<file path="src/include/csr_params.svh">
`ifndef CSR_PARAMS_SVH
`define CSR_PARAMS_SVH

// Datapath width, RV32 only
`define CSR_XLEN 32

// PMP sizing
// Four configuration bytes share one pmpcfg register
`define CSR_PMP_ENTRIES 16
// pmpaddr holds physical address bits 33:2
`define CSR_PA_BITS 34

// Writable bits of the delegation registers
`define CSR_MEDELEG_MASK 16'hB3FF
`define CSR_MIDELEG_MASK 12'h222

// misa field values
// MXL = 1 for RV32
`define CSR_MISA_MXL 32'h4000_0000
// Extensions I, M, S and U
`define CSR_MISA_EXT 32'h0014_1100

// Implementation id, pipelined core
`define CSR_MIMPID 32'h0000_0100

`endif
</file>
<file path="src/hdl/csrPkg.sv">
`include "csr_params.svh"

package csrPkg;

  //////////////////////////////
  // CSR addresses
  //////////////////////////////

  // Hardwired identity registers
  localparam logic [11:0] MVENDORID     = 12'hF11;
  localparam logic [11:0] MARCHID       = 12'hF12;
  localparam logic [11:0] MIMPID        = 12'hF13;
  localparam logic [11:0] MHARTID       = 12'hF14;
  localparam logic [11:0] MCONFIGPTR    = 12'hF15;

  // Trap setup
  localparam logic [11:0] MISA          = 12'h301;
  localparam logic [11:0] MEDELEG       = 12'h302;
  localparam logic [11:0] MIDELEG       = 12'h303;
  localparam logic [11:0] MTVEC         = 12'h305;
  localparam logic [11:0] MCOUNTEREN    = 12'h306;
  localparam logic [11:0] MCOUNTINHIBIT = 12'h320;

  // Trap handling
  localparam logic [11:0] MSCRATCH      = 12'h340;
  localparam logic [11:0] MEPC          = 12'h341;
  localparam logic [11:0] MCAUSE        = 12'h342;
  localparam logic [11:0] MTVAL         = 12'h343;

  // First of each PMP block, the rest follow at consecutive addresses
  localparam logic [11:0] PMPCFG0       = 12'h3A0;
  localparam logic [11:0] PMPADDR0      = 12'h3B0;

  //////////////////////////////
  // Interface structs
  //////////////////////////////

  // Core-side CSR access
  typedef struct packed {
    logic                 write;
    logic [11:0]          addr;
    logic [`CSR_XLEN-1:0] wdata;
  } csrReqT;

  // Trap event from the pipeline
  // cause[4] flags an interrupt, cause[3:0] is the code
  typedef struct packed {
    logic                 valid;
    logic [`CSR_XLEN-1:0] epc;
    logic [4:0]           cause;
    logic [`CSR_XLEN-1:0] tval;
  } trapInfoT;

  // One register block's answer for the current address
  typedef struct packed {
    logic                 hit;
    logic                 readOnly;
    logic [`CSR_XLEN-1:0] rdata;
  } csrRespT;

  // All PMP configuration bytes, entry 0 in the low byte
  typedef logic [`CSR_PMP_ENTRIES-1:0][7:0] pmpCfgArrayT;

endpackage

</file>
<file path="src/hdl/csrMachineTop.sv">
`timescale 1ns/10ps
`include "csr_params.svh"

module csrMachineTop (
  input  logic                                             clk,
  input  logic                                             rstN,
  input  csrPkg::csrReqT                                   req,
  input  csrPkg::trapInfoT                                 trap,
  output logic [`CSR_XLEN-1:0]                             readData,
  output logic                                             illegalAccess,
  output logic [`CSR_XLEN-1:0]                             mtvec,
  output logic [`CSR_XLEN-1:0]                             mepc,
  output logic [15:0]                                      medeleg,
  output logic [11:0]                                      mideleg,
  output csrPkg::pmpCfgArrayT                              pmpCfg,
  output logic [`CSR_PMP_ENTRIES-1:0][`CSR_PA_BITS-3:0]    pmpAddr
);

  csrPkg::csrRespT machineResp;
  csrPkg::csrRespT pmpResp;

  // Trap and configuration registers
  machineCsrs uMachine (
    .clk     (clk),
    .rstN    (rstN),
    .req     (req),
    .trap    (trap),
    .resp    (machineResp),
    .mtvec   (mtvec),
    .mepc    (mepc),
    .medeleg (medeleg),
    .mideleg (mideleg)
  );

  // Physical memory protection registers
  pmpCsrs uPmp (
    .clk     (clk),
    .rstN    (rstN),
    .req     (req),
    .resp    (pmpResp),
    .pmpCfg  (pmpCfg),
    .pmpAddr (pmpAddr)
  );

  csrReadMerge uMerge (
    .machineResp   (machineResp),
    .pmpResp       (pmpResp),
    .write         (req.write),
    .readData      (readData),
    .illegalAccess (illegalAccess)
  );

endmodule

</file>
<file path="src/hdl/csrReadMerge.sv">
`timescale 1ns/10ps
`include "csr_params.svh"

module csrReadMerge (
  input  csrPkg::csrRespT       machineResp,
  input  csrPkg::csrRespT       pmpResp,
  input  logic                  write,
  output logic [`CSR_XLEN-1:0]  readData,
  output logic                  illegalAccess
);

  logic anyHit;
  logic hitReadOnly;

  //////////////////////////////
  // Select and flag
  //////////////////////////////

  assign anyHit = machineResp.hit | pmpResp.hit;

  // Only a part that claims the address can mark it read-only
  assign hitReadOnly = (machineResp.hit & machineResp.readOnly) |
                       (pmpResp.hit & pmpResp.readOnly);

  always_comb begin
    if (machineResp.hit) begin
      readData = machineResp.rdata;
    end else if (pmpResp.hit) begin
      readData = pmpResp.rdata;
    end else begin
      // Unknown address reads as zero
      readData = '0;
    end
  end

  // Unmapped address, or a write to a hardwired register
  assign illegalAccess = ~anyHit | (write & hitReadOnly);

  //////////////////////////////
  // Checks
  //////////////////////////////

  // Address maps of the two parts are disjoint
  always_comb begin
    noDoubleHit: assert final (!(machineResp.hit & pmpResp.hit));
  end

endmodule

</file>
<file path="src/hdl/pmpCsrs.sv">
`timescale 1ns/10ps
`include "csr_params.svh"

module pmpCsrs (
  input  logic                                             clk,
  input  logic                                             rstN,
  input  csrPkg::csrReqT                                   req,
  output csrPkg::csrRespT                                  resp,
  output csrPkg::pmpCfgArrayT                              pmpCfg,
  output logic [`CSR_PMP_ENTRIES-1:0][`CSR_PA_BITS-3:0]    pmpAddr
);

  localparam int entries    = `CSR_PMP_ENTRIES;
  localparam int cfgRegs    = entries / 4;
  localparam int idxBits    = $clog2(entries);
  localparam int cfgIdxBits = $clog2(cfgRegs);
  localparam int addrBits   = `CSR_PA_BITS - 2;

  logic [entries-1:0] cfgLocked;
  logic [entries-1:0] addrLocked;
  logic [entries-1:0] writeCfg;
  logic [entries-1:0] writeAddr;
  logic [11:0]        cfgOffset;
  logic [11:0]        addrOffset;

  //////////////////////////////
  // Lock rules and write decode
  //////////////////////////////

  for (genvar i = 0; i < entries; i++) begin : gEntry
    assign cfgLocked[i] = pmpCfg[i][7];

    // A locked TOR entry also protects the address below it
    if (i == entries - 1) begin : gLast
      assign addrLocked[i] = pmpCfg[i][7];
    end else begin : gInner
      assign addrLocked[i] = pmpCfg[i][7] |
                             (pmpCfg[i+1][7] & (pmpCfg[i+1][4:3] == 2'b01));
    end

    assign writeCfg[i]  = req.write & (req.addr == csrPkg::PMPCFG0 + 12'(i / 4)) &
                          ~cfgLocked[i];
    assign writeAddr[i] = req.write & (req.addr == csrPkg::PMPADDR0 + 12'(i)) &
                          ~addrLocked[i];
  end

  //////////////////////////////
  // Registers
  //////////////////////////////

  always_ff @(posedge clk or negedge rstN) begin
    if (!rstN) begin
      pmpCfg  <= '0;
      pmpAddr <= '0;
    end else begin
      for (int i = 0; i < entries; i++) begin
        // Byte lane within the pmpcfg word
        if (writeCfg[i]) pmpCfg[i] <= req.wdata[(i % 4) * 8 +: 8];
        if (writeAddr[i]) pmpAddr[i] <= req.wdata[addrBits-1:0];
      end
    end
  end

  //////////////////////////////
  // Read path
  //////////////////////////////

  // Addresses below the base wrap to large offsets and miss
  assign cfgOffset  = req.addr - csrPkg::PMPCFG0;
  assign addrOffset = req.addr - csrPkg::PMPADDR0;

  always_comb begin
    resp = '0;
    if (addrOffset < 12'(entries)) begin
      resp.hit   = 1'b1;
      resp.rdata = pmpAddr[addrOffset[idxBits-1:0]];
    end else if (cfgOffset < 12'(cfgRegs)) begin
      resp.hit   = 1'b1;
      // Entry 4n lands in the low byte
      resp.rdata = pmpCfg[{cfgOffset[cfgIdxBits-1:0], 2'b00} +: 4];
    end
  end

  //////////////////////////////
  // Checks
  //////////////////////////////

  // One core access per cycle can touch only one pmpaddr
  oneAddrWrite: assert property (
    @(posedge clk) disable iff (!rstN)
    $onehot0(writeAddr)
  );

endmodule

</file>
<file path="src/hdl/machineCsrs.sv">
`timescale 1ns/10ps
`include "csr_params.svh"

module machineCsrs (
  input  logic                  clk,
  input  logic                  rstN,
  input  csrPkg::csrReqT        req,
  input  csrPkg::trapInfoT      trap,
  output csrPkg::csrRespT       resp,
  output logic [`CSR_XLEN-1:0]  mtvec,
  output logic [`CSR_XLEN-1:0]  mepc,
  output logic [15:0]           medeleg,
  output logic [11:0]           mideleg
);

  localparam logic [`CSR_XLEN-1:0] misaValue = `CSR_MISA_MXL | `CSR_MISA_EXT;

  logic [`CSR_XLEN-1:0] mscratch;
  logic [`CSR_XLEN-1:0] mcause;
  logic [`CSR_XLEN-1:0] mtval;
  logic [31:0]          mcountinhibit;
  logic [31:0]          mcounteren;

  logic wrMtvec;
  logic wrMedeleg;
  logic wrMideleg;
  logic wrMscratch;
  logic wrMepc;
  logic wrMcause;
  logic wrMtval;
  logic wrMcountinhibit;
  logic wrMcounteren;

  //////////////////////////////
  // Write decode
  //////////////////////////////

  assign wrMtvec         = req.write & (req.addr == csrPkg::MTVEC);
  assign wrMedeleg       = req.write & (req.addr == csrPkg::MEDELEG);
  assign wrMideleg       = req.write & (req.addr == csrPkg::MIDELEG);
  assign wrMscratch      = req.write & (req.addr == csrPkg::MSCRATCH);
  assign wrMepc          = req.write & (req.addr == csrPkg::MEPC);
  assign wrMcause        = req.write & (req.addr == csrPkg::MCAUSE);
  assign wrMtval         = req.write & (req.addr == csrPkg::MTVAL);
  assign wrMcountinhibit = req.write & (req.addr == csrPkg::MCOUNTINHIBIT);
  assign wrMcounteren    = req.write & (req.addr == csrPkg::MCOUNTEREN);

  //////////////////////////////
  // Registers
  //////////////////////////////

  // Configuration and scratch
  always_ff @(posedge clk or negedge rstN) begin
    if (!rstN) begin
      mtvec         <= '0;
      medeleg       <= '0;
      mideleg       <= '0;
      mscratch      <= '0;
      mcountinhibit <= '0;
      mcounteren    <= '0;
    end else begin
      // Bit 1 of mtvec is reserved in the mode field
      if (wrMtvec)         mtvec         <= {req.wdata[`CSR_XLEN-1:2], 1'b0, req.wdata[0]};
      if (wrMedeleg)       medeleg       <= req.wdata[15:0] & `CSR_MEDELEG_MASK;
      if (wrMideleg)       mideleg       <= req.wdata[11:0] & `CSR_MIDELEG_MASK;
      if (wrMscratch)      mscratch      <= req.wdata;
      if (wrMcountinhibit) mcountinhibit <= req.wdata[31:0];
      if (wrMcounteren)    mcounteren    <= req.wdata[31:0];
    end
  end

  // Trap state, a trap pulse wins over a core write
  always_ff @(posedge clk or negedge rstN) begin
    if (!rstN) begin
      mepc   <= '0;
      mcause <= '0;
      mtval  <= '0;
    end else if (trap.valid) begin
      mepc   <= trap.epc;
      mcause <= {trap.cause[4], {(`CSR_XLEN-5){1'b0}}, trap.cause[3:0]};
      mtval  <= trap.tval;
    end else begin
      if (wrMepc)   mepc   <= req.wdata;
      // Same layout as a trap: interrupt flag on top, code at the bottom
      if (wrMcause) mcause <= {req.wdata[`CSR_XLEN-1], {(`CSR_XLEN-5){1'b0}}, req.wdata[3:0]};
      if (wrMtval)  mtval  <= req.wdata;
    end
  end

  //////////////////////////////
  // Read path
  //////////////////////////////

  always_comb begin
    resp = '0;
    resp.hit = 1'b1;
    case (req.addr)
      csrPkg::MISA: begin
        resp.readOnly = 1'b1;
        resp.rdata    = misaValue;
      end
      csrPkg::MIMPID: begin
        resp.readOnly = 1'b1;
        resp.rdata    = `CSR_MIMPID;
      end
      // Identity values hardwired to zero
      csrPkg::MVENDORID, csrPkg::MARCHID, csrPkg::MHARTID, csrPkg::MCONFIGPTR:
        resp.readOnly = 1'b1;
      csrPkg::MTVEC:         resp.rdata = mtvec;
      csrPkg::MEDELEG:       resp.rdata = {{(`CSR_XLEN-16){1'b0}}, medeleg};
      csrPkg::MIDELEG:       resp.rdata = {{(`CSR_XLEN-12){1'b0}}, mideleg};
      csrPkg::MSCRATCH:      resp.rdata = mscratch;
      csrPkg::MEPC:          resp.rdata = mepc;
      csrPkg::MCAUSE:        resp.rdata = mcause;
      csrPkg::MTVAL:         resp.rdata = mtval;
      csrPkg::MCOUNTINHIBIT: resp.rdata = mcountinhibit;
      csrPkg::MCOUNTEREN:    resp.rdata = mcounteren;
      default:               resp.hit   = 1'b0;
    endcase
  end

  //////////////////////////////
  // Checks
  //////////////////////////////

  // Whichever source loads mepc, the stored value is known
  mepcKnown: assert property (
    @(posedge clk) disable iff (!rstN)
    (trap.valid | wrMepc) |=> !$isunknown(mepc)
  );

  // Identity registers are part of this block's address map
  readOnlyHit: assert property (
    @(posedge clk) disable iff (!rstN)
    resp.readOnly |-> resp.hit
  );

endmodule

</file>
<file path="config.mk">
export PLATFORM = sky130hd
export DESIGN_NAME = csrMachineTop
export DESIGN_NICKNAME = d
export VERILOG_FILES = /design/src/hdl/csrPkg.sv /design/src/hdl/csrMachineTop.sv /design/src/hdl/csrReadMerge.sv /design/src/hdl/pmpCsrs.sv /design/src/hdl/machineCsrs.sv
export VERILOG_INCLUDE_DIRS = /design/src /design/src/include
export SDC_FILE = /design/constraint.sdc
export NUM_CORES = 1
export LEC_CHECK = 0
export BUFFER_PORTS_ARGS = -buffer_cell sky130_fd_sc_hd__buf_2
export CORE_AREA = 2 2 339 341
export DETAILED_ROUTE_END_ITERATION = 10
export DIE_AREA = 0 0 341 343
export GPL_TIMING_DRIVEN = 0
export SLEW_MARGIN = 10
export SYNTH_ARGS = -nofsm -noshare
export SYNTH_HDL_FRONTEND = slang
export SYNTH_SLANG_ARGS = --single-unit
</file>
<file path="constraint.sdc">
create_clock -name clk -period 3 [get_ports clk]
set_input_delay 0.45 -clock clk [delete_from_list [all_inputs] [get_ports clk]]
set_output_delay 0.45 -clock clk [all_outputs]
set_load 0.01 [all_outputs]
</file>
### Word level (Yosys, flattened, before mapping)

Index checks and enable logic that the tools add are counted.

| storage, ports and cells | value |
|---|---|
| register bits | 879 |
| bits in latches | 0 |
| memory bits (writable) | 0 |
| memory bits (read-only) | 0 |
| input port bits | 117 |
| output and inout port bits | 765 |
| logic and storage cells | 253 |
| memories kept | 0 |

| cells by class | value |
|---|---|
| add/sub/neg operators | 2 |
| multiply operators | 0 |
| div/mod/pow operators | 0 |
| order comparisons | 3 |
| eq/ne operators | 50 |
| shift operators | 8 |
| multiplexer cells | 17 |
| bitwise operators | 127 |
| reduce and logical (&&, ||, !) cells | 5 |

Operators by type and width:

| cell | count |
|---|---|
| $eq 12x10->1 const B | 30 |
| $mux 32 | 11 |
| $pmux 32 s11 | 1 |
| $bmux 32 s4 | 1 |
| $shiftx 16x5->4 | 8 |
| $and 1x1->1 | 78 |
| $eq 12x12->1 const B | 5 |
| $not 1->1 | 32 |
| $eq 2x1->1 const B | 15 |
| $sub 12x10->12 const B | 2 |
| $or 1x1->1 | 17 |
| $reduce_or 15->1 | 1 |
| $lt 12x3->1 const B | 1 |
| $lt 12x5->1 const B | 1 |
| $reduce_bool 2->1 | 3 |
| $reduce_or 6->1 | 1 |
| $lt 4x5->1 const B | 1 |
| $mux 1 | 4 |

### Longest topological paths before layout

| depth | value |
|---|---|
| depth in word-level cells | 7 |
| depth in mapped cells | 9 |
| gate-level depth less buffers | 7 |

### Cells and area by module

From an unflattened synthesis, not the netlist that was laid out.

| second synthesis, totals | value |
|---|---|
| cell total of the unflattened synthesis | 2,903 |
| area, all modules | 40,881.7 um2 |

Modules (own cells, without submodules):

| module | instances | cells each | area an instance (um2) | seq. area each (um2) |
|---|---|---|---|---|
| pmpCsrs | 1 | 1,910 | 29,932.5 | 16,015.4 |
| machineCsrs | 1 | 946 | 10,537.6 | 5,305.1 |
| csrReadMerge | 1 | 47 | 411.6 | 0.0 |

### Worst setup path before layout

OpenSTA, ideal clock, no wires.

| timing path | value |
|---|---|
| path kind | input -> output |
| start | input port req[38] (netlist name) |
| end | output port readData[7] |
| arrival time | 2.645 ns |
| data required time | 2.550 ns |
| slack | -0.095 ns |
| stages | 9 |
| path buffers | 2 |
| path through | clkbuf_1 -> clkinv_1 -> ha_1 -> nand2b_1 -> o32a_1 -> nor4b_2 -> clkbuf_1 -> a22oi_1 -> o211ai_1 |

| between the ends | value |
|---|---|
| word-level cells in the longest chain between the ends | 6 |
| elaborated cells between the ends (all ways) | 28 |
| those cells by class | 2 x add/sub; 2 x order compare; 15 x eq/ne; 8 x mux; 1 x reduce/logical |

RTL lines:

| item | line | source |
|---|---|---|
| start: declaration | csrMachineTop.sv:7 | `input csrPkg::csrReqT req,` |
| $sub 12x10->12 | pmpCsrs.sv:69 | `assign cfgOffset = req.addr - csrPkg::PMPCFG0;` |
| $lt 12x3->1 | pmpCsrs.sv:77 | `end else if (cfgOffset < 12'(cfgRegs)) begin` |
| $mux 32 or $mux 1 (tied branches) | pmpCsrs.sv:77 |  |
| $mux 32 or $mux 1 (tied branches) | pmpCsrs.sv:74 | `if (addrOffset < 12'(entries)) begin` |
| $mux 32 | csrReadMerge.sv:28 | `end else if (pmpResp.hit) begin` |
| $mux 32 * | csrReadMerge.sv:26 | `if (machineResp.hit) begin` |
| end: declaration | csrMachineTop.sv:9 | `` output logic [`CSR_XLEN-1:0] readData, `` |

Mark *: on every way between the ends. The rest lies on a longest branch, timed or not.

### Worst setup path after layout

| timing path | value |
|---|---|
| start | register uPmp.pmpAddr[399] (netlist name) |
| end | output port readData[15] |

| between the ends | value |
|---|---|
| word-level cells in the longest chain between the ends | 5 |

RTL lines:

| item | line | source |
|---|---|---|
| start: declaration | pmpCsrs.sv:10 | `` output logic [`CSR_PMP_ENTRIES-1:0][`CSR_PA_BITS-3:0] pmpAddr `` |
| start signal: indexed assignment | pmpCsrs.sv:59 | `if (writeAddr[i]) pmpAddr[i] <= req.wdata[addrBits-1:0];` |
| $bmux 32 s4 | pmpCsrs.sv:76 | `resp.rdata = pmpAddr[addrOffset[idxBits-1:0]];` |
| $mux 32 (not written as such) | pmpCsrs.sv:76 |  |
| $mux 32 | pmpCsrs.sv:74 |  |
| $mux 32 | csrReadMerge.sv:28 |  |
| $mux 32 | csrReadMerge.sv:26 |  |

Every way passes these cells. The select of a mux whose other input is x is not followed.

==> PnR_summary.wiki <==
{| class="wikitable"
! Metric !! Value
|-
| Cell with the largest stage delay on the worst path || sky130_fd_sc_hd__mux4_2
|-
| Post-Route Setup TNS || -1.777 ns
|-
| DR WL met3 || 19,610 microns
|-
| Detailed-route DRC error count || 0
|-
| Origin of the worst min-delay path || trap[55]
|-
| Max-slew violation count || 0
|-
| Number of maximum-capacitance violations || 0
|-
| Status || finished with violations
|-
| Count of cells along the worst register-to-register path || 4
|-
| Sequential cell area fraction in the yosys report || 53.33%
|-
| H-tree levels || 3
|-
| Clk_skew || 0.03143 ns
|-
| Top cell types by occurrence after synthesis || sky130_fd_sc_hd__dfrtp_1 (852), sky130_fd_sc_hd__mux2_2 (732), sky130_fd_sc_hd__mux4_2 (160), sky130_fd_sc_hd__clkbuf_1 (156), sky130_fd_sc_hd__nand2_1 (98)
|-
| Max incr delay on CP || 0.61 ns
|-
| Cell count of the worst hold path || 3
|-
| Share of final-layout standard cells stronger than drive strength 1 || 58.68%
|-
| Cell at the root of the clock tree || sky130_fd_sc_hd__clkbuf_16
|-
| Ys Warns || 0
|-
| Total clock buffers created by CTS || 98
|-
| Clk_lat worst skew || 0.71 ns
|-
| Maximum buffer depth of the clock tree || 3
|-
| Number of fill cells in the layout || 10,410
|-
| Pleak || 27.06 nW
|-
| Violation count after the first detailed-route iteration || 3,278
|-
| Post-layout min period || 3.248 ns
|-
| Worst setup path category || flop to primary output
|-
| Detailed-placement wirelength estimate || 159,400 microns
|-
| Cell chain of the critical path || mux4_2 > a22o_4 > a221oi_4 > o211ai_1 > buf_4
|-
| Met2 routed WL || 92,480 microns
|-
| Total count of hold-check failures in the final report || 0
|-
| Crit path launch type || flop
|-
| Area growth from synthesis to final layout || 31.84%
|-
| Slew at the pin with the worst max-slew slack || 1.169 ns
|-
| Reg-to-reg startpoint || uPmp.pmpCfg[71]$_DFFE_PN0P_
|-
| Slew headroom || 21.49%
|-
| Prevailing post-synth register cell || sky130_fd_sc_hd__dfrtp_1
|-
| Syn Inst Count || 2,753
|-
| Std cell rows || 124
|-
| Portion of synthesized cell area occupied by the leading cell type || 53.33%
|-
| Horiz. Die Dim || 341 microns
|-
| Total of endpoints with negative setup slack in the final report || 22
|-
| Die area || 117,000 sq um
|-
| Cell area after layout || 52,710 sq um
|-
| Kind of end point of the critical path || primary output
|-
| Setup repair after global routing missed its margin || true
|-
| Floorplan Core Area || 113,400 sq um
|-
| Number of sinks driven by the clock tree || 852
|-
| All-layer global routing usage || 34.27%
|-
| Hold_ws || 0.03602 ns
|-
| Cell Pwr Density || 505.2 nW/um^2
|-
| Crit path DAT || 2.80 ns
|-
| Post-route antenna net violation count || 0
|-
| Top layer used by detailed routing || met5
|-
| Number of antenna violations at the first check in global routing || 27
|-
| Register clock-pin slew on the reported worst setup and hold paths || 0.06 ns
|-
| Number of flip-flops and latches in the synthesized netlist || 852
|-
| Distinct cells, synth || 64
|-
| Placed instance area || 46,550 sq um
|-
| Count of pins on the block boundary || 882
|-
| Data required time at the worst endpoint || 2.55 ns
|-
| Worst flop-to-flop path endpoint || uPmp.pmpAddr[245]$_DFFE_PN0P_
|-
| Highest attainable clock frequency || 307.9 MHz
|-
| Violations in the final reports || negative setup slack
|-
| Clock tree from TritonCTS || done
|-
| Per-instance average area after synthesis || 14.52 sq um
|-
| Top area cells in the synthesized netlist || sky130_fd_sc_hd__dfrtp_1 (53%), sky130_fd_sc_hd__mux2_2 (21%), sky130_fd_sc_hd__mux4_2 (9.0%)
|-
| Total Nets Final || 3,982
|-
| Via count of the first global-routing pass || 30,870
|-
| Final period util || 108.3%
|-
| Initial standard-cell utilization of the core || 35.25%
|-
| Hold Path End || uMachine.mepc[18]$_DFFE_PN0P_
|-
| Fraction of synthesis flops using an asynchronous set or reset pin || 100.0%
|-
| Maximum number of pins on one net before global-route repair || 103
|-
| Final RePlAce weighted congestion || 0.9677
|-
| Number of enable flip-flop cells after synthesis || 0
|-
| Wire length of the first global-routing pass || 274,200 microns
|-
| Max Fanout on Critical Path || 2
|-
| Highest ir drop seen on vdd || 0.5223 mV
|-
| Via density per instance || 5.893
|-
| Worst min-delay path class || input port to flop
|-
| Metal1 wirelength || 84,220 microns
|-
| Setup slack of the most critical reg-to-reg path || 0.33 ns
|-
| Cell area after synthesis || 39,980 sq um
|-
| Post-route setup slack || -0.2480 ns
|-
| Floorplan die height || 343 microns
|-
| Total detailed-routing wirelength || 206,600 microns
|-
| Cell with the most instances after synthesis || sky130_fd_sc_hd__dfrtp_1
|-
| Cell type with the largest total area after synthesis || sky130_fd_sc_hd__dfrtp_1
|-
| Routed length per placed instance || 37.81 microns
|-
| Total of buffers placed on input and output ports || 855
|-
| Routed via count || 32,190
|-
| Global route overflow || 0
|-
| Router iterations before antenna repair || 8
|}
## worst max-delay path by stage
stage,start,endpoint,slack (ns),cells past startpoint
finish,uPmp.pmpAddr[399]$_DFFE_PN0P_,readData[15],-0.25,5
global route,uPmp.pmpAddr[397]$_DFFE_PN0P_,readData[13],-0.25,5
CTS,uPmp.pmpAddr[397]$_DFFE_PN0P_,readData[13],-0.19,5
detailed placement,req[33],readData[23],-2.42,9
global placement,rstN,uPmp.pmpAddr[442]$_DFFE_PN0P_,-17.81,1
floorplan,req[38],readData[0],0.06,9
## registers in the layout, summed over array words and instances (netlist names)
register,count
uMachine.mcause,5
uMachine.mcounteren,32
uMachine.mcountinhibit,32
uMachine.medeleg,13
uMachine.mepc,32
uMachine.mideleg,3
uMachine.mscratch,32
uMachine.mtval,32
uMachine.mtvec,31
uPmp.pmpAddr,512
uPmp.pmpCfg,128
## report_power, final
part           total [mW]  internal [mW]  switching [mW]  leakage [nW]
Sequential           11.7           11.6           0.126          11.7
Clock                12.9           7.53            5.33          1.69
Combinational        2.02          0.647            1.37          13.6
Total                26.6           19.8            6.83          27.1
## metal layers
layer / track usage, % / vias up
li1: - / 12610
met1: 45.77 / 17280
met2: 52.30 / 1841
met3: 10.01 / 448
met4: 14.00 / 10
met5: 0 / -
## metrics by stage
stage / power (mW) / std cells / worst slack [ns] / util (%)
floorplan: 12.58 / 2765 / 0.06154 / -
global placement: 13.65 / 5132 / -17.81 / 40.73
detailed placement: 13.69 / 5145 / -2.423 / 41.05
CTS: 26.64 / 5435 / -0.1905 / 46.05
global route: 27.24 / 5459 / -0.2505 / 46.46
finish: 26.62 / 5463 / -0.2480 / 46.47
## cells in the final DEF, fill, tap and decap left out, types with 22 or more instances in the layout
cell and n:
sky130_fd_sc_hd__a31oi_1 36, sky130_fd_sc_hd__a22oi_1 58, sky130_fd_sc_hd__o21ai_0 41, sky130_fd_sc_hd__mux2_2 732, sky130_fd_sc_hd__buf_4 117, sky130_fd_sc_hd__clkbuf_8 40
sky130_fd_sc_hd__a21oi_1 34, sky130_fd_sc_hd__buf_12 24, sky130_fd_sc_hd__nand2_1 96, sky130_fd_sc_hd__a21o_1 36, sky130_fd_sc_hd__mux2i_1 54, sky130_fd_sc_hd__buf_2 871
sky130_fd_sc_hd__dfrtp_1 849, sky130_fd_sc_hd__mux4_2 160, sky130_fd_sc_hd__dlygate4sd3_1 48, sky130_fd_sc_hd__mux2_1 45, sky130_fd_sc_hd__clkbuf_1 111, sky130_fd_sc_hd__clkbuf_16 108
sky130_fd_sc_hd__nor2_1 27, sky130_fd_sc_hd__buf_6 37, sky130_fd_sc_hd__a22oi_2 31, sky130_fd_sc_hd__nor4_4 22, sky130_fd_sc_hd__nor2b_1 38
## logic make-up after synthesis
kind of cell	share of synthesized area, %
adder cells (fa/ha/maj)	0.06259
XOR/XNOR	0.02191
other	0.009381
AO/OA/AOI/OAI	5.950
flip-flops	53.33
AND/OR/NAND/NOR	4.848
multiplexers	32.30
buffers and inverters	3.471
## final cells by class
class | count | area [sq um] | area share [%]
clock buffer | 135 | 2893 | 5.489
sequential | 852 | 21320 | 40.46
inverter | 5 | 31.28 | 0.05935
antenna | 6 | 15.01 | 0.02849
multi-input combinational | 1635 | 17880 | 33.92
buffer | 266 | 2079 | 3.945
timing repair buffer | 1005 | 6056 | 11.49
tap | 1512 | 1892 | 3.589
clock inverter | 47 | 535.5 | 1.016
## worst max-delay path, delay by kind of cell, from the launching register on
kind | cells | cell delay, ns
AO/OA/AOI/OAI | 3 | 0.85
buffers and inverters | 1 | 0.20
flip-flops | 1 | 0.42
multiplexers | 1 | 0.61
## timing repair
action,CTS,global route
cloned,5,2
hold buffers,48,0
pin swaps,36,37
hold endpoints to repair,150,0
gates resized for setup,297,69
buffers inserted,61,21
endpoints found under the setup margin,230,93
Note: power is estimated with default switching activity, not from simulation.
